### src/logic/serial_pkg.sv
package serial_pkg;

   localparam int XLEN      = 32;
   localparam int REG_COUNT = 32;

   typedef logic [XLEN-1:0] word_t;
   typedef logic [4:0]      reg_addr_t;
   typedef logic [4:0]      bit_cnt_t;

   localparam word_t RESET_PC = 32'h0000_0000;

   // Executed major opcodes
   localparam logic [6:0] OPCODE_OP     = 7'b0110011;
   localparam logic [6:0] OPCODE_OP_IMM = 7'b0010011;

   typedef logic [2:0] alu_sel_t;

   localparam alu_sel_t ALU_ADD  = 3'd0;
   localparam alu_sel_t ALU_SUB  = 3'd1;
   localparam alu_sel_t ALU_AND  = 3'd2;
   localparam alu_sel_t ALU_OR   = 3'd3;
   localparam alu_sel_t ALU_XOR  = 3'd4;
   localparam alu_sel_t ALU_SLT  = 3'd5;
   localparam alu_sel_t ALU_SLTU = 3'd6;

   typedef enum logic [1:0] {
      FETCH,
      EXECUTE,
      COMMIT
   } seq_state_t;

endpackage

### src/logic/serial_sequencer.sv
`timescale 1ns/100ps

module serial_sequencer (
   input  logic                 clk,
   input  logic                 i_reset,
   input  logic                 i_ibus_ack,
   output logic                 o_ibus_cyc,
   output serial_pkg::word_t    o_ibus_adr,
   output logic                 o_fetch_done,
   output logic                 o_exec_en,
   output serial_pkg::bit_cnt_t o_bit_cnt,
   output logic                 o_first_bit,
   output logic                 o_commit
);

   serial_pkg::seq_state_t state;
   serial_pkg::bit_cnt_t   cnt;
   serial_pkg::word_t      pc;
   logic                   cyc;

   assign o_ibus_cyc   = cyc;
   assign o_ibus_adr   = pc;
   assign o_fetch_done = cyc & i_ibus_ack;
   assign o_exec_en    = (state == serial_pkg::EXECUTE);
   assign o_bit_cnt    = cnt;
   assign o_first_bit  = o_exec_en & (cnt == '0);
   assign o_commit     = (state == serial_pkg::COMMIT);

   always_ff @(posedge clk) begin
      if (i_reset) begin
         state <= serial_pkg::FETCH;
         cyc   <= 1'b0;
         cnt   <= '0;
         pc    <= serial_pkg::RESET_PC;
      end else begin
         case (state)
            serial_pkg::FETCH: begin
               // Bus cycle held until ack
               cyc <= ~o_fetch_done;
               cnt <= '0;
               if (o_fetch_done)
                  state <= serial_pkg::EXECUTE;
            end
            serial_pkg::EXECUTE: begin
               cnt <= cnt + 5'd1;
               if (cnt == serial_pkg::bit_cnt_t'(serial_pkg::XLEN - 1))
                  state <= serial_pkg::COMMIT;
            end
            default: begin
               pc    <= pc + 32'd4;
               cyc   <= 1'b1;
               state <= serial_pkg::FETCH;
            end
         endcase
      end
   end

   // No fetch while the datapath is busy
   a_cyc_idle: assert property (@(posedge clk) disable iff (i_reset)
      (state != serial_pkg::FETCH) |-> !o_ibus_cyc);

   a_commit_after_32: assert property (@(posedge clk) disable iff (i_reset)
      o_fetch_done |=> o_exec_en [*32] ##1 o_commit);

endmodule

### src/logic/serial_decode.sv
`timescale 1ns/100ps

module serial_decode (
   input  logic                  clk,
   input  logic                  i_reset,
   input  logic                  i_fetch_done,
   input  serial_pkg::word_t     i_ibus_rdt,
   input  serial_pkg::bit_cnt_t  i_bit_cnt,
   output serial_pkg::reg_addr_t o_rs1_addr,
   output serial_pkg::reg_addr_t o_rs2_addr,
   output serial_pkg::reg_addr_t o_rd_addr,
   output serial_pkg::alu_sel_t  o_alu_sel,
   output logic                  o_use_imm,
   output logic                  o_imm_bit,
   output logic                  o_rd_wen
);

   serial_pkg::word_t    instr;
   serial_pkg::word_t    imm;
   serial_pkg::alu_sel_t sel;
   logic [6:0]           opcode;
   logic [6:0]           funct7;
   logic [2:0]           funct3;
   logic                 f3_ok;
   logic                 valid;

   // Opcode zero after reset decodes as a no-op
   always_ff @(posedge clk) begin
      if (i_reset)
         instr <= '0;
      else if (i_fetch_done)
         instr <= i_ibus_rdt;
   end

   assign opcode = instr[6:0];
   assign funct3 = instr[14:12];
   assign funct7 = instr[31:25];

   assign o_rd_addr  = instr[11:7];
   assign o_rs1_addr = instr[19:15];
   assign o_rs2_addr = instr[24:20];

   always_comb begin
      f3_ok = 1'b1;
      case (funct3)
         3'b000:  sel = serial_pkg::ALU_ADD;
         3'b010:  sel = serial_pkg::ALU_SLT;
         3'b011:  sel = serial_pkg::ALU_SLTU;
         3'b100:  sel = serial_pkg::ALU_XOR;
         3'b110:  sel = serial_pkg::ALU_OR;
         3'b111:  sel = serial_pkg::ALU_AND;
         default: begin
            sel   = serial_pkg::ALU_ADD;
            f3_ok = 1'b0;
         end
      endcase

      valid = 1'b0;
      if (opcode == serial_pkg::OPCODE_OP) begin
         if (funct7 == 7'b0000000) begin
            valid = f3_ok;
         end else if (funct7 == 7'b0100000 && funct3 == 3'b000) begin
            valid = 1'b1;
            sel   = serial_pkg::ALU_SUB;
         end
      end else if (opcode == serial_pkg::OPCODE_OP_IMM) begin
         // SUB-style upper bits retire as a no-op
         valid = f3_ok && (funct7 != 7'b0100000);
      end
   end

   assign o_alu_sel = sel;
   assign o_use_imm = (opcode == serial_pkg::OPCODE_OP_IMM);
   assign o_rd_wen  = valid && (o_rd_addr != '0);

   // Sign-extended I-type immediate, served LSB first
   assign imm       = {{20{instr[31]}}, instr[31:20]};
   assign o_imm_bit = imm[i_bit_cnt];

endmodule

### src/logic/serial_alu.sv
`timescale 1ns/100ps

module serial_alu (
   input  logic                 clk,
   input  logic                 i_reset,
   input  logic                 i_exec_en,
   input  logic                 i_first_bit,
   input  serial_pkg::alu_sel_t i_alu_sel,
   input  logic                 i_rs1_bit,
   input  logic                 i_rs2_bit,
   input  logic                 i_imm_bit,
   input  logic                 i_use_imm,
   output logic                 o_result_bit,
   output logic                 o_lt
);

   logic op_b;
   logic sub;
   logic b_add;
   logic carry_in;
   logic carry_r;
   logic sum;
   logic carry_out;
   logic lt_next;

   assign op_b = i_use_imm ? i_imm_bit : i_rs2_bit;

   // Compares run as a subtract
   assign sub = (i_alu_sel == serial_pkg::ALU_SUB) ||
                (i_alu_sel == serial_pkg::ALU_SLT) ||
                (i_alu_sel == serial_pkg::ALU_SLTU);

   assign b_add     = op_b ^ sub;
   assign carry_in  = i_first_bit ? sub : carry_r;
   assign sum       = i_rs1_bit ^ b_add ^ carry_in;
   assign carry_out = (i_rs1_bit & b_add) | (carry_in & (i_rs1_bit ^ b_add));

   always_comb begin
      case (i_alu_sel)
         serial_pkg::ALU_AND: o_result_bit = i_rs1_bit & op_b;
         serial_pkg::ALU_OR:  o_result_bit = i_rs1_bit | op_b;
         serial_pkg::ALU_XOR: o_result_bit = i_rs1_bit ^ op_b;
         serial_pkg::ALU_ADD,
         serial_pkg::ALU_SUB: o_result_bit = sum;
         default:             o_result_bit = 1'b0;
      endcase
   end

   // Sign bits decide when they differ, else borrow out
   assign lt_next = ((i_alu_sel == serial_pkg::ALU_SLT) && (i_rs1_bit != op_b)) ?
                    i_rs1_bit : ~carry_out;

   // Last step leaves the final compare in o_lt
   always_ff @(posedge clk) begin
      if (i_reset) begin
         carry_r <= 1'b0;
         o_lt    <= 1'b0;
      end else if (i_exec_en) begin
         carry_r <= carry_out;
         o_lt    <= lt_next;
      end
   end

   a_fresh_carry: assert property (@(posedge clk) disable iff (i_reset)
      i_first_bit |-> i_exec_en && !$past(i_exec_en));

endmodule

### src/logic/serial_regfile.sv
`timescale 1ns/100ps

module serial_regfile (
   input  logic                  clk,
   input  logic                  i_reset,
   input  logic                  i_exec_en,
   input  serial_pkg::bit_cnt_t  i_bit_cnt,
   input  logic                  i_commit,
   input  serial_pkg::reg_addr_t i_rs1_addr,
   input  serial_pkg::reg_addr_t i_rs2_addr,
   input  serial_pkg::reg_addr_t i_rd_addr,
   input  logic                  i_rd_wen,
   input  serial_pkg::alu_sel_t  i_alu_sel,
   input  logic                  i_result_bit,
   input  logic                  i_lt,
   output logic                  o_rs1_bit,
   output logic                  o_rs2_bit,
   output logic                  o_wb_valid,
   output serial_pkg::reg_addr_t o_wb_addr,
   output serial_pkg::word_t     o_wb_data
);

   serial_pkg::word_t regs [serial_pkg::REG_COUNT];
   serial_pkg::word_t result_sr;
   serial_pkg::word_t wr_data;
   logic              is_cmp;
   logic              wr_en;

   // x0 reads as zero
   assign o_rs1_bit = (i_rs1_addr != '0) && regs[i_rs1_addr][i_bit_cnt];
   assign o_rs2_bit = (i_rs2_addr != '0) && regs[i_rs2_addr][i_bit_cnt];

   // LSB enters first and ends up at bit 0
   always_ff @(posedge clk) begin
      if (i_exec_en)
         result_sr <= {i_result_bit, result_sr[serial_pkg::XLEN-1:1]};
   end

   assign is_cmp  = (i_alu_sel == serial_pkg::ALU_SLT) ||
                    (i_alu_sel == serial_pkg::ALU_SLTU);
   assign wr_data = is_cmp ? {31'd0, i_lt} : result_sr;
   assign wr_en   = i_commit & i_rd_wen;

   always_ff @(posedge clk) begin
      if (!i_reset && wr_en)
         regs[i_rd_addr] <= wr_data;
   end

   assign o_wb_valid = wr_en;
   assign o_wb_addr  = i_rd_addr;
   assign o_wb_data  = wr_data;

   // Decode must never hand over a write to x0
   a_no_x0_write: assert property (@(posedge clk) disable iff (i_reset)
      wr_en |-> (i_rd_addr != '0));

endmodule

### src/logic/serial_core.sv
`timescale 1ns/100ps

module serial_core (
   input  logic                  clk,
   input  logic                  i_reset,
   // Instruction bus
   output logic                  o_ibus_cyc,
   output serial_pkg::word_t     o_ibus_adr,
   input  logic                  i_ibus_ack,
   input  serial_pkg::word_t     i_ibus_rdt,
   // Commit port
   output logic                  o_wb_valid,
   output serial_pkg::reg_addr_t o_wb_addr,
   output serial_pkg::word_t     o_wb_data
);

   logic                   fetch_done;
   logic                   exec_en;
   serial_pkg::bit_cnt_t   bit_cnt;
   logic                   first_bit;
   logic                   commit;

   serial_pkg::reg_addr_t  rs1_addr;
   serial_pkg::reg_addr_t  rs2_addr;
   serial_pkg::reg_addr_t  rd_addr;
   serial_pkg::alu_sel_t   alu_sel;
   logic                   use_imm;
   logic                   imm_bit;
   logic                   rd_wen;

   logic                   rs1_bit;
   logic                   rs2_bit;
   logic                   result_bit;
   logic                   lt;

   serial_sequencer sequencer (
      .clk          (clk       ),
      .i_reset      (i_reset   ),
      .i_ibus_ack   (i_ibus_ack),
      .o_ibus_cyc   (o_ibus_cyc),
      .o_ibus_adr   (o_ibus_adr),
      .o_fetch_done (fetch_done),
      .o_exec_en    (exec_en   ),
      .o_bit_cnt    (bit_cnt   ),
      .o_first_bit  (first_bit ),
      .o_commit     (commit    )
   );

   serial_decode decode (
      .clk          (clk       ),
      .i_reset      (i_reset   ),
      .i_fetch_done (fetch_done),
      .i_ibus_rdt   (i_ibus_rdt),
      .i_bit_cnt    (bit_cnt   ),
      .o_rs1_addr   (rs1_addr  ),
      .o_rs2_addr   (rs2_addr  ),
      .o_rd_addr    (rd_addr   ),
      .o_alu_sel    (alu_sel   ),
      .o_use_imm    (use_imm   ),
      .o_imm_bit    (imm_bit   ),
      .o_rd_wen     (rd_wen    )
   );

   serial_alu alu (
      .clk          (clk       ),
      .i_reset      (i_reset   ),
      .i_exec_en    (exec_en   ),
      .i_first_bit  (first_bit ),
      .i_alu_sel    (alu_sel   ),
      .i_rs1_bit    (rs1_bit   ),
      .i_rs2_bit    (rs2_bit   ),
      .i_imm_bit    (imm_bit   ),
      .i_use_imm    (use_imm   ),
      .o_result_bit (result_bit),
      .o_lt         (lt        )
   );

   serial_regfile regfile (
      .clk          (clk       ),
      .i_reset      (i_reset   ),
      .i_exec_en    (exec_en   ),
      .i_bit_cnt    (bit_cnt   ),
      .i_commit     (commit    ),
      .i_rs1_addr   (rs1_addr  ),
      .i_rs2_addr   (rs2_addr  ),
      .i_rd_addr    (rd_addr   ),
      .i_rd_wen     (rd_wen    ),
      .i_alu_sel    (alu_sel   ),
      .i_result_bit (result_bit),
      .i_lt         (lt        ),
      .o_rs1_bit    (rs1_bit   ),
      .o_rs2_bit    (rs2_bit   ),
      .o_wb_valid   (o_wb_valid),
      .o_wb_addr    (o_wb_addr ),
      .o_wb_data    (o_wb_data )
   );

endmodule

### config.mk
export PLATFORM = sky130hd
export DESIGN_NAME = serial_core
export DESIGN_NICKNAME = d
export VERILOG_FILES = /design/src/logic/serial_pkg.sv /design/src/logic/serial_sequencer.sv /design/src/logic/serial_decode.sv /design/src/logic/serial_alu.sv /design/src/logic/serial_regfile.sv /design/src/logic/serial_core.sv
export SDC_FILE = /design/constraint.sdc
export NUM_CORES = 1
export LEC_CHECK = 0
export ABC_CLOCK_PERIOD_IN_PS = 4630
export BUFFER_PORTS_ARGS = -buffer_cell sky130_fd_sc_hd__buf_4
export CAP_MARGIN = 10
export CORE_ASPECT_RATIO = 1.5
export CORE_MARGIN = 2
export CORE_UTILIZATION = 45
export CTS_BUF_LIST = sky130_fd_sc_hd__clkbuf_4
export DETAILED_ROUTE_END_ITERATION = 16
export HOLD_SLACK_MARGIN = 0.08
export SYNTH_ARGS = -nofsm -noshare
export SYNTH_HDL_FRONTEND = slang
export SYNTH_SLANG_ARGS = --single-unit
### constraint.sdc
create_clock -name clk -period 4.63 [get_ports clk]
set_clock_uncertainty 0.2 [all_clocks]
set_input_delay 0 -clock clk [delete_from_list [all_inputs] [get_ports clk]]
set_output_delay 0 -clock clk [all_outputs]
set_load 0.02 [all_outputs]
; ---- Yosys cells after proc, flatten, opt, wreduce, memory -nomap -nowiden
; Memories as Yosys holds them, arrays and structs flattened. A register that Yosys moved wholly into a read port is not among the register bits.
; Index checks and enable logic that the tools add are counted.
[totals]
ff_bits = 106
ramBits = 1024
in_bits = 35
wordCells = 102
n_memories = 1
[op_classes]
add_sub_neg = 2
order_cmp = 1
n_eq_ne = 21
mux = 31
bitwise_logic = 14
n_reduce_logical = 24
[mem_list]
columns = memory, depth, width, rd, rd_ports_with_merged_regs, wr, line_no
row1 = regfile.regs, 32, 32, 2, 2, 1, serial_regfile.sv:23  ; serial_pkg::word_t regs [serial_pkg::REG_COUNT];
[op_table]
columns = operator, count
row1 = $add 32x3->32 const B, 1
row2 = $mux 32, 1
row3 = $mux 5, 4
row4 = $eq 3x3->1 const B, 6
row5 = $bmux 1 s5, 3
row6 = $pmux 3 s5, 1
row7 = $reduce_bool 5->1, 3
row8 = $eq 7x6->1 const B, 2
row9 = $mux 1, 13
row10 = $eq 3x2->1 const B, 4
row11 = $pmux 5 s2, 1
row12 = $mux 3, 3
row13 = $eq 7x5->1 const B, 1
row14 = $logic_and 1x1->1, 7
row15 = $logic_not 7->1, 1
row16 = $ne 7x6->1 const B, 1
row17 = $and 1x1->1, 6
row18 = $logic_not 3->1, 2
row19 = $lt 5x6->1 const B, 1
row20 = $reduce_or 6->1, 1
row21 = $add 5x1->5 const B, 1
row22 = $eq 5x5->1 const B, 1
row23 = $logic_not 5->1, 1
row24 = $mux 2, 2
row25 = 18 further kinds, 26

; ---- Logic depth before layout (Yosys ltp)
[logic_depth]
ltp_word = 14
depth_mapped = 20

; ---- Modules after synthesis
; From an unflattened synthesis, not the netlist that was laid out.
[unflattened]
cells_unflattened = 3086
hier_area_um2 = 53303.6
[by_module_without_submodules]
columns = mod, n_inst, cells_each, area_per_inst_um2
row1 = serial_regfile, 1, 2695, 49780.2
row2 = serial_sequencer, 1, 217, 1845.5
row3 = serial_decode, 1, 150, 1463.9
row4 = serial_alu, 1, 24, 214.0

; ---- Worst setup path after synthesis
; OpenSTA, ideal clock, no wires.
[synth_timing]
path_kind = register -> register
from = reg with a tool-made name
to = reg regfile.result_sr[31], data pin
arrival_ps = 3583
required_time_ps = 4167
slack_ps = 584
stages_incl_launch_ff = 17
path_buffers = 5
synth_period_minus_slack_ps = 4046
cell_sequence = dfxtp_1 buf_6 buf_6 buf_6 buf_6 buf_4 mux4_2 a221oi_1 o21ai_0 o311ai_1 o2111ai_1 a21oi_2 xor2_1 fa_1 nor2_1 o21ai_0 o21ai_0
[synth_rtl]
columns = item, line_no
row1 = end signal: assignment, serial_regfile.sv:36  ; result_sr <= {i_result_bit, result_sr[serial_pkg::XLEN-1:1]};
row2 = end: declaration, serial_regfile.sv:24  ; serial_pkg::word_t result_sr;

==> flow_metrics.tcl <==
set metrics [dict create \
    layout-drive-gt1-share_pct 37.9 \
    grt_max_degree 66 \
    ff2ff_setup_slack_ps 60 \
    clk_latency_ps 1310 \
    setup_violations 0 \
    fin_tns_setup_ps 0 \
    switching_share_pct 24.6 \
    worstPathArrival_ps 5600 \
    dpl.hpwl_mm 113 \
    viasPerCell 6.66 \
    p_seq_share_pct 52.7 \
    synth_edf_count 1056 \
    fillCellCount 9149 \
    postLayoutCellArea_sq_um 62600 \
    dr.pass1.iters 6 \
    post_dp_cell_area_sq_um 57400 \
    p_sw_uw 5330 \
    endpoint_kind "register" \
    drt-wirelength-per-cell_microns 36.7 \
    ctsRootBufferMaster "clkbuf_4" \
    hold_depth 0 \
    grt_pass1_vias 35900 \
    placedCellCount 4615 \
    async_flop_share_pct 0 \
    synthFlopType "edfxtp_1" \
    status "finished clean" \
    synth_seq_area_share_pct 63.6 \
    io-pin-count 106 \
    die_h_microns 422 \
    finalCritPeriodShare_pct 98.7 \
    dr_total_vias 35000 \
    synth-compound-area-share_pct 4.70 \
    min_path_type "register to register" \
    grt_use_total_pct 32.4 \
    vdd.ir_drop.worst_v 0.000280 \
    ys_ff_latch 1138 \
    finalCriticalPeriod_ps 4570 \
    synth_xor_area_share_pct 0.501 \
    slew_viol_final 0 \
    dieArea_sq_um 119000 \
    p_per_area_nw_per_um2 346 \
    grt_pass1_wl_mm 267 \
    die_w_microns 283 \
    core_sq_um 116000 \
    syn_inst 2865 \
    yosys.area_share.simple_pct 4.58 \
    syn_avg_cell_area_sq_um 18.3 \
    cts_tree "done" \
    synth_adder_area_share_pct 0.181 \
    h-tree-depth 5 \
    gp_congestion 0.917 \
    final_cells 5259 \
    p_total_uw 21600 \
    crit_required_ps 5660 \
    power_frac_comb_pct 9.3 \
    nNetsFinal 3547 \
    clk_pin_slew_ps 70 \
    fin_util_pct 54.0 \
    crit_type "register to register" \
    p_int_uw 16300 \
    power_frac_clock_pct 38.0 \
    regArea_sq_um 33400 \
    start_util_pct 45.3 \
    worstPathMaxFanout 7 \
    hold_violations 0 \
    reg2reg_depth 21 \
    cts_sinks 1138 \
    area_growth_pct 19.4 \
    fmax_ghz 0.219 \
    holdCritStartpoint "regfile.result_sr[6]" \
    maxCapViolCount 0 \
    yosysUniqueCellTypes 74 \
    rows 153 \
    drt_iter0_drc 4519 \
    synth_top_family_by_area "multiplexers" \
    ys_warn_count 0 \
    port_buffers 103 \
    worstMarginPinSlew_ps 1190 \
    ant_nets 0 \
    drt_wl_total_mm 193 \
    regToRegEndpoint "alu.o_lt" \
    overflow 0 \
    multi_input_area_sq_um 18300 \
    syn_area_sq_um 52400 \
    antenna_found_initial 8 \
    cts-buffers-inserted 285 \
    relSlewSlack_pct 20.2 \
    start_kind "register" \
    remaining_drc_errors 0 \
    clk_path_buf_depth 4 \
    whs_endpoint "regfile.result_sr[5]" \
    muxShareOfSynthArea_pct 24.0 \
    leakage_uw 0.0201 \
]
-- synth_stat cells (7+ instances only) --
library cell  count  area [sq um]
buf_1            21          78.8
nor4_1           18           113
a221oi_1         20           175
mux2_2           30           338
nor2b_1          13          81.3
nor2_1          111           417
o22ai_1          34           213
a21oi_1          72           360
o221ai_1         34           298
nand2_1         156           586
a22o_1           11          96.3
xor2_1           26           228
mux4_1           49          1290
dfxtp_1          82          1640
nand2b_1         11          68.8
a22oi_1          87           653
buf_4            44           330
buf_2            45           225
and3_1           12          75.1
nand3_1          46           230
clkbuf_1         84           315
and2_1           37           231
o211ai_1          7          52.6
inv_1            11          41.3
a211oi_1          7          52.6
nand4_1          18           113
mux4_2          443          9980
o21ai_0          23           115
a31oi_1          14          87.6
nor3_1           20           100
edfxtp_1       1056         31700
mux2i_1          98           981
buf_6            17           191
-- repair_timing --
action / in CTS / in global routing
resized for setup: 6 / 43
endpoints found under the setup margin: 3 / 3
hold buffers: 121 / 0
cloned: 0 / 4
hold endpoints to repair: 186 / 0
pin swaps: 3 / 15
buffers inserted: 7 / 21
-- critical path, cell delays in order (launching register included) --
cell	delay, ps
dfxtp_4	370
buf_12	130
buf_12	140
buf_6	130
buf_16	140
buf_12	120
buf_12	110
mux4_2	500
a22o_1	280
o21ai_4	250
a31oi_1	160
buf_4	170
a21oi_1	250
o2111ai_2	180
a21oi_2	260
buf_4	160
inv_1	40
ha_1	300
nand2b_1	90
nor2_1	60
and3_1	200
a211oi_2	220
-- cells in the final DEF, fill, tap and decap left out, drive strengths merged, types with 73 or more instances in the layout --
master and count:
edfxtp 1056, mux4 492, clkbuf 415, buf 411, nand2 156, dlygate4sd3 120
nor2 111, mux2i 98, a22oi 87, dfxtp 82, a21oi 73
-- registers in the layout, summed over array words and instances (netlist names), named ones only --
register and count:
sequencer.o_ibus_cyc 1, sequencer.o_ibus_adr 30, alu.o_lt 1, regfile.result_sr 32, decode.instr 32, sequencer.state 2
regfile.regs 1024, sequencer.o_bit_cnt 5, alu.carry_r 1
-- layout make-up --
type | count | area share (%)
tap | 1550 | 3.10
sequential | 1138 | 53.3
timing repair buffer | 535 | 8.82
clock inverter | 65 | 0.448
antenna | 15 | 0.0600
multi-input combinational | 1531 | 29.2
clock buffer | 411 | 4.93
inverter | 14 | 0.0840
-- worst max path at each step --
stage,from,endpoint,slack (ps)
finish,register,alu.o_lt,60
global route,register,regfile.result_sr[31],-40
CTS,register,regfile.result_sr[31],10
detailed placement,register,alu.o_lt,-910
global placement,register,regfile.result_sr[31],-1020
floorplan,register,regfile.result_sr[31],580
-- power by group through the flow --
| stage | sequential [uW] | clock, uW | combinational (uW) |
|---|---|---|---|
| floorplan | 11600 | 0 | 1110 |
| global placement | 11600 | 0 | 1800 |
| detailed placement | 11600 | 0 | 1820 |
| CTS | 11400 | 8360 | 1920 |
| global route | 11400 | 8840 | 2090 |
| finish | 11400 | 8230 | 2010 |
-- cells by family after synthesis --
family | Yosys count
AOI/OAI and AO/OA | 350
xor gates and xnor gates | 30
adders and majority gates | 7
buffers and inverters | 229
DFF | 1138
muxes | 620
other | 1
and+or+nand+nor | 490
-- metal layers --
layer | track usage (%) | wire, microns | vias to the layer above
met5 | 0 | 26 | -
met3 | 8.05 | 20100 | 713
met1 | 38.2 | 64200 | 18100
met2 | 51.9 | 92500 | 2641
met4 | 23.1 | 16200 | 4
li1 | - | - | 13600
-- stage by stage --
| stage | setup slack [ps] | hold WS, ps |
|---|---|---|
| finish | 59.2 | 201 |
| global route | -37.7 | 206 |
| CTS | 11.8 | 81.9 |
| detailed placement | -912 | 61.5 |
| global placement | -1020 | 54.7 |
| floorplan | 584 | -64.0 |
Note: power is estimated with default switching activity, not from simulation.
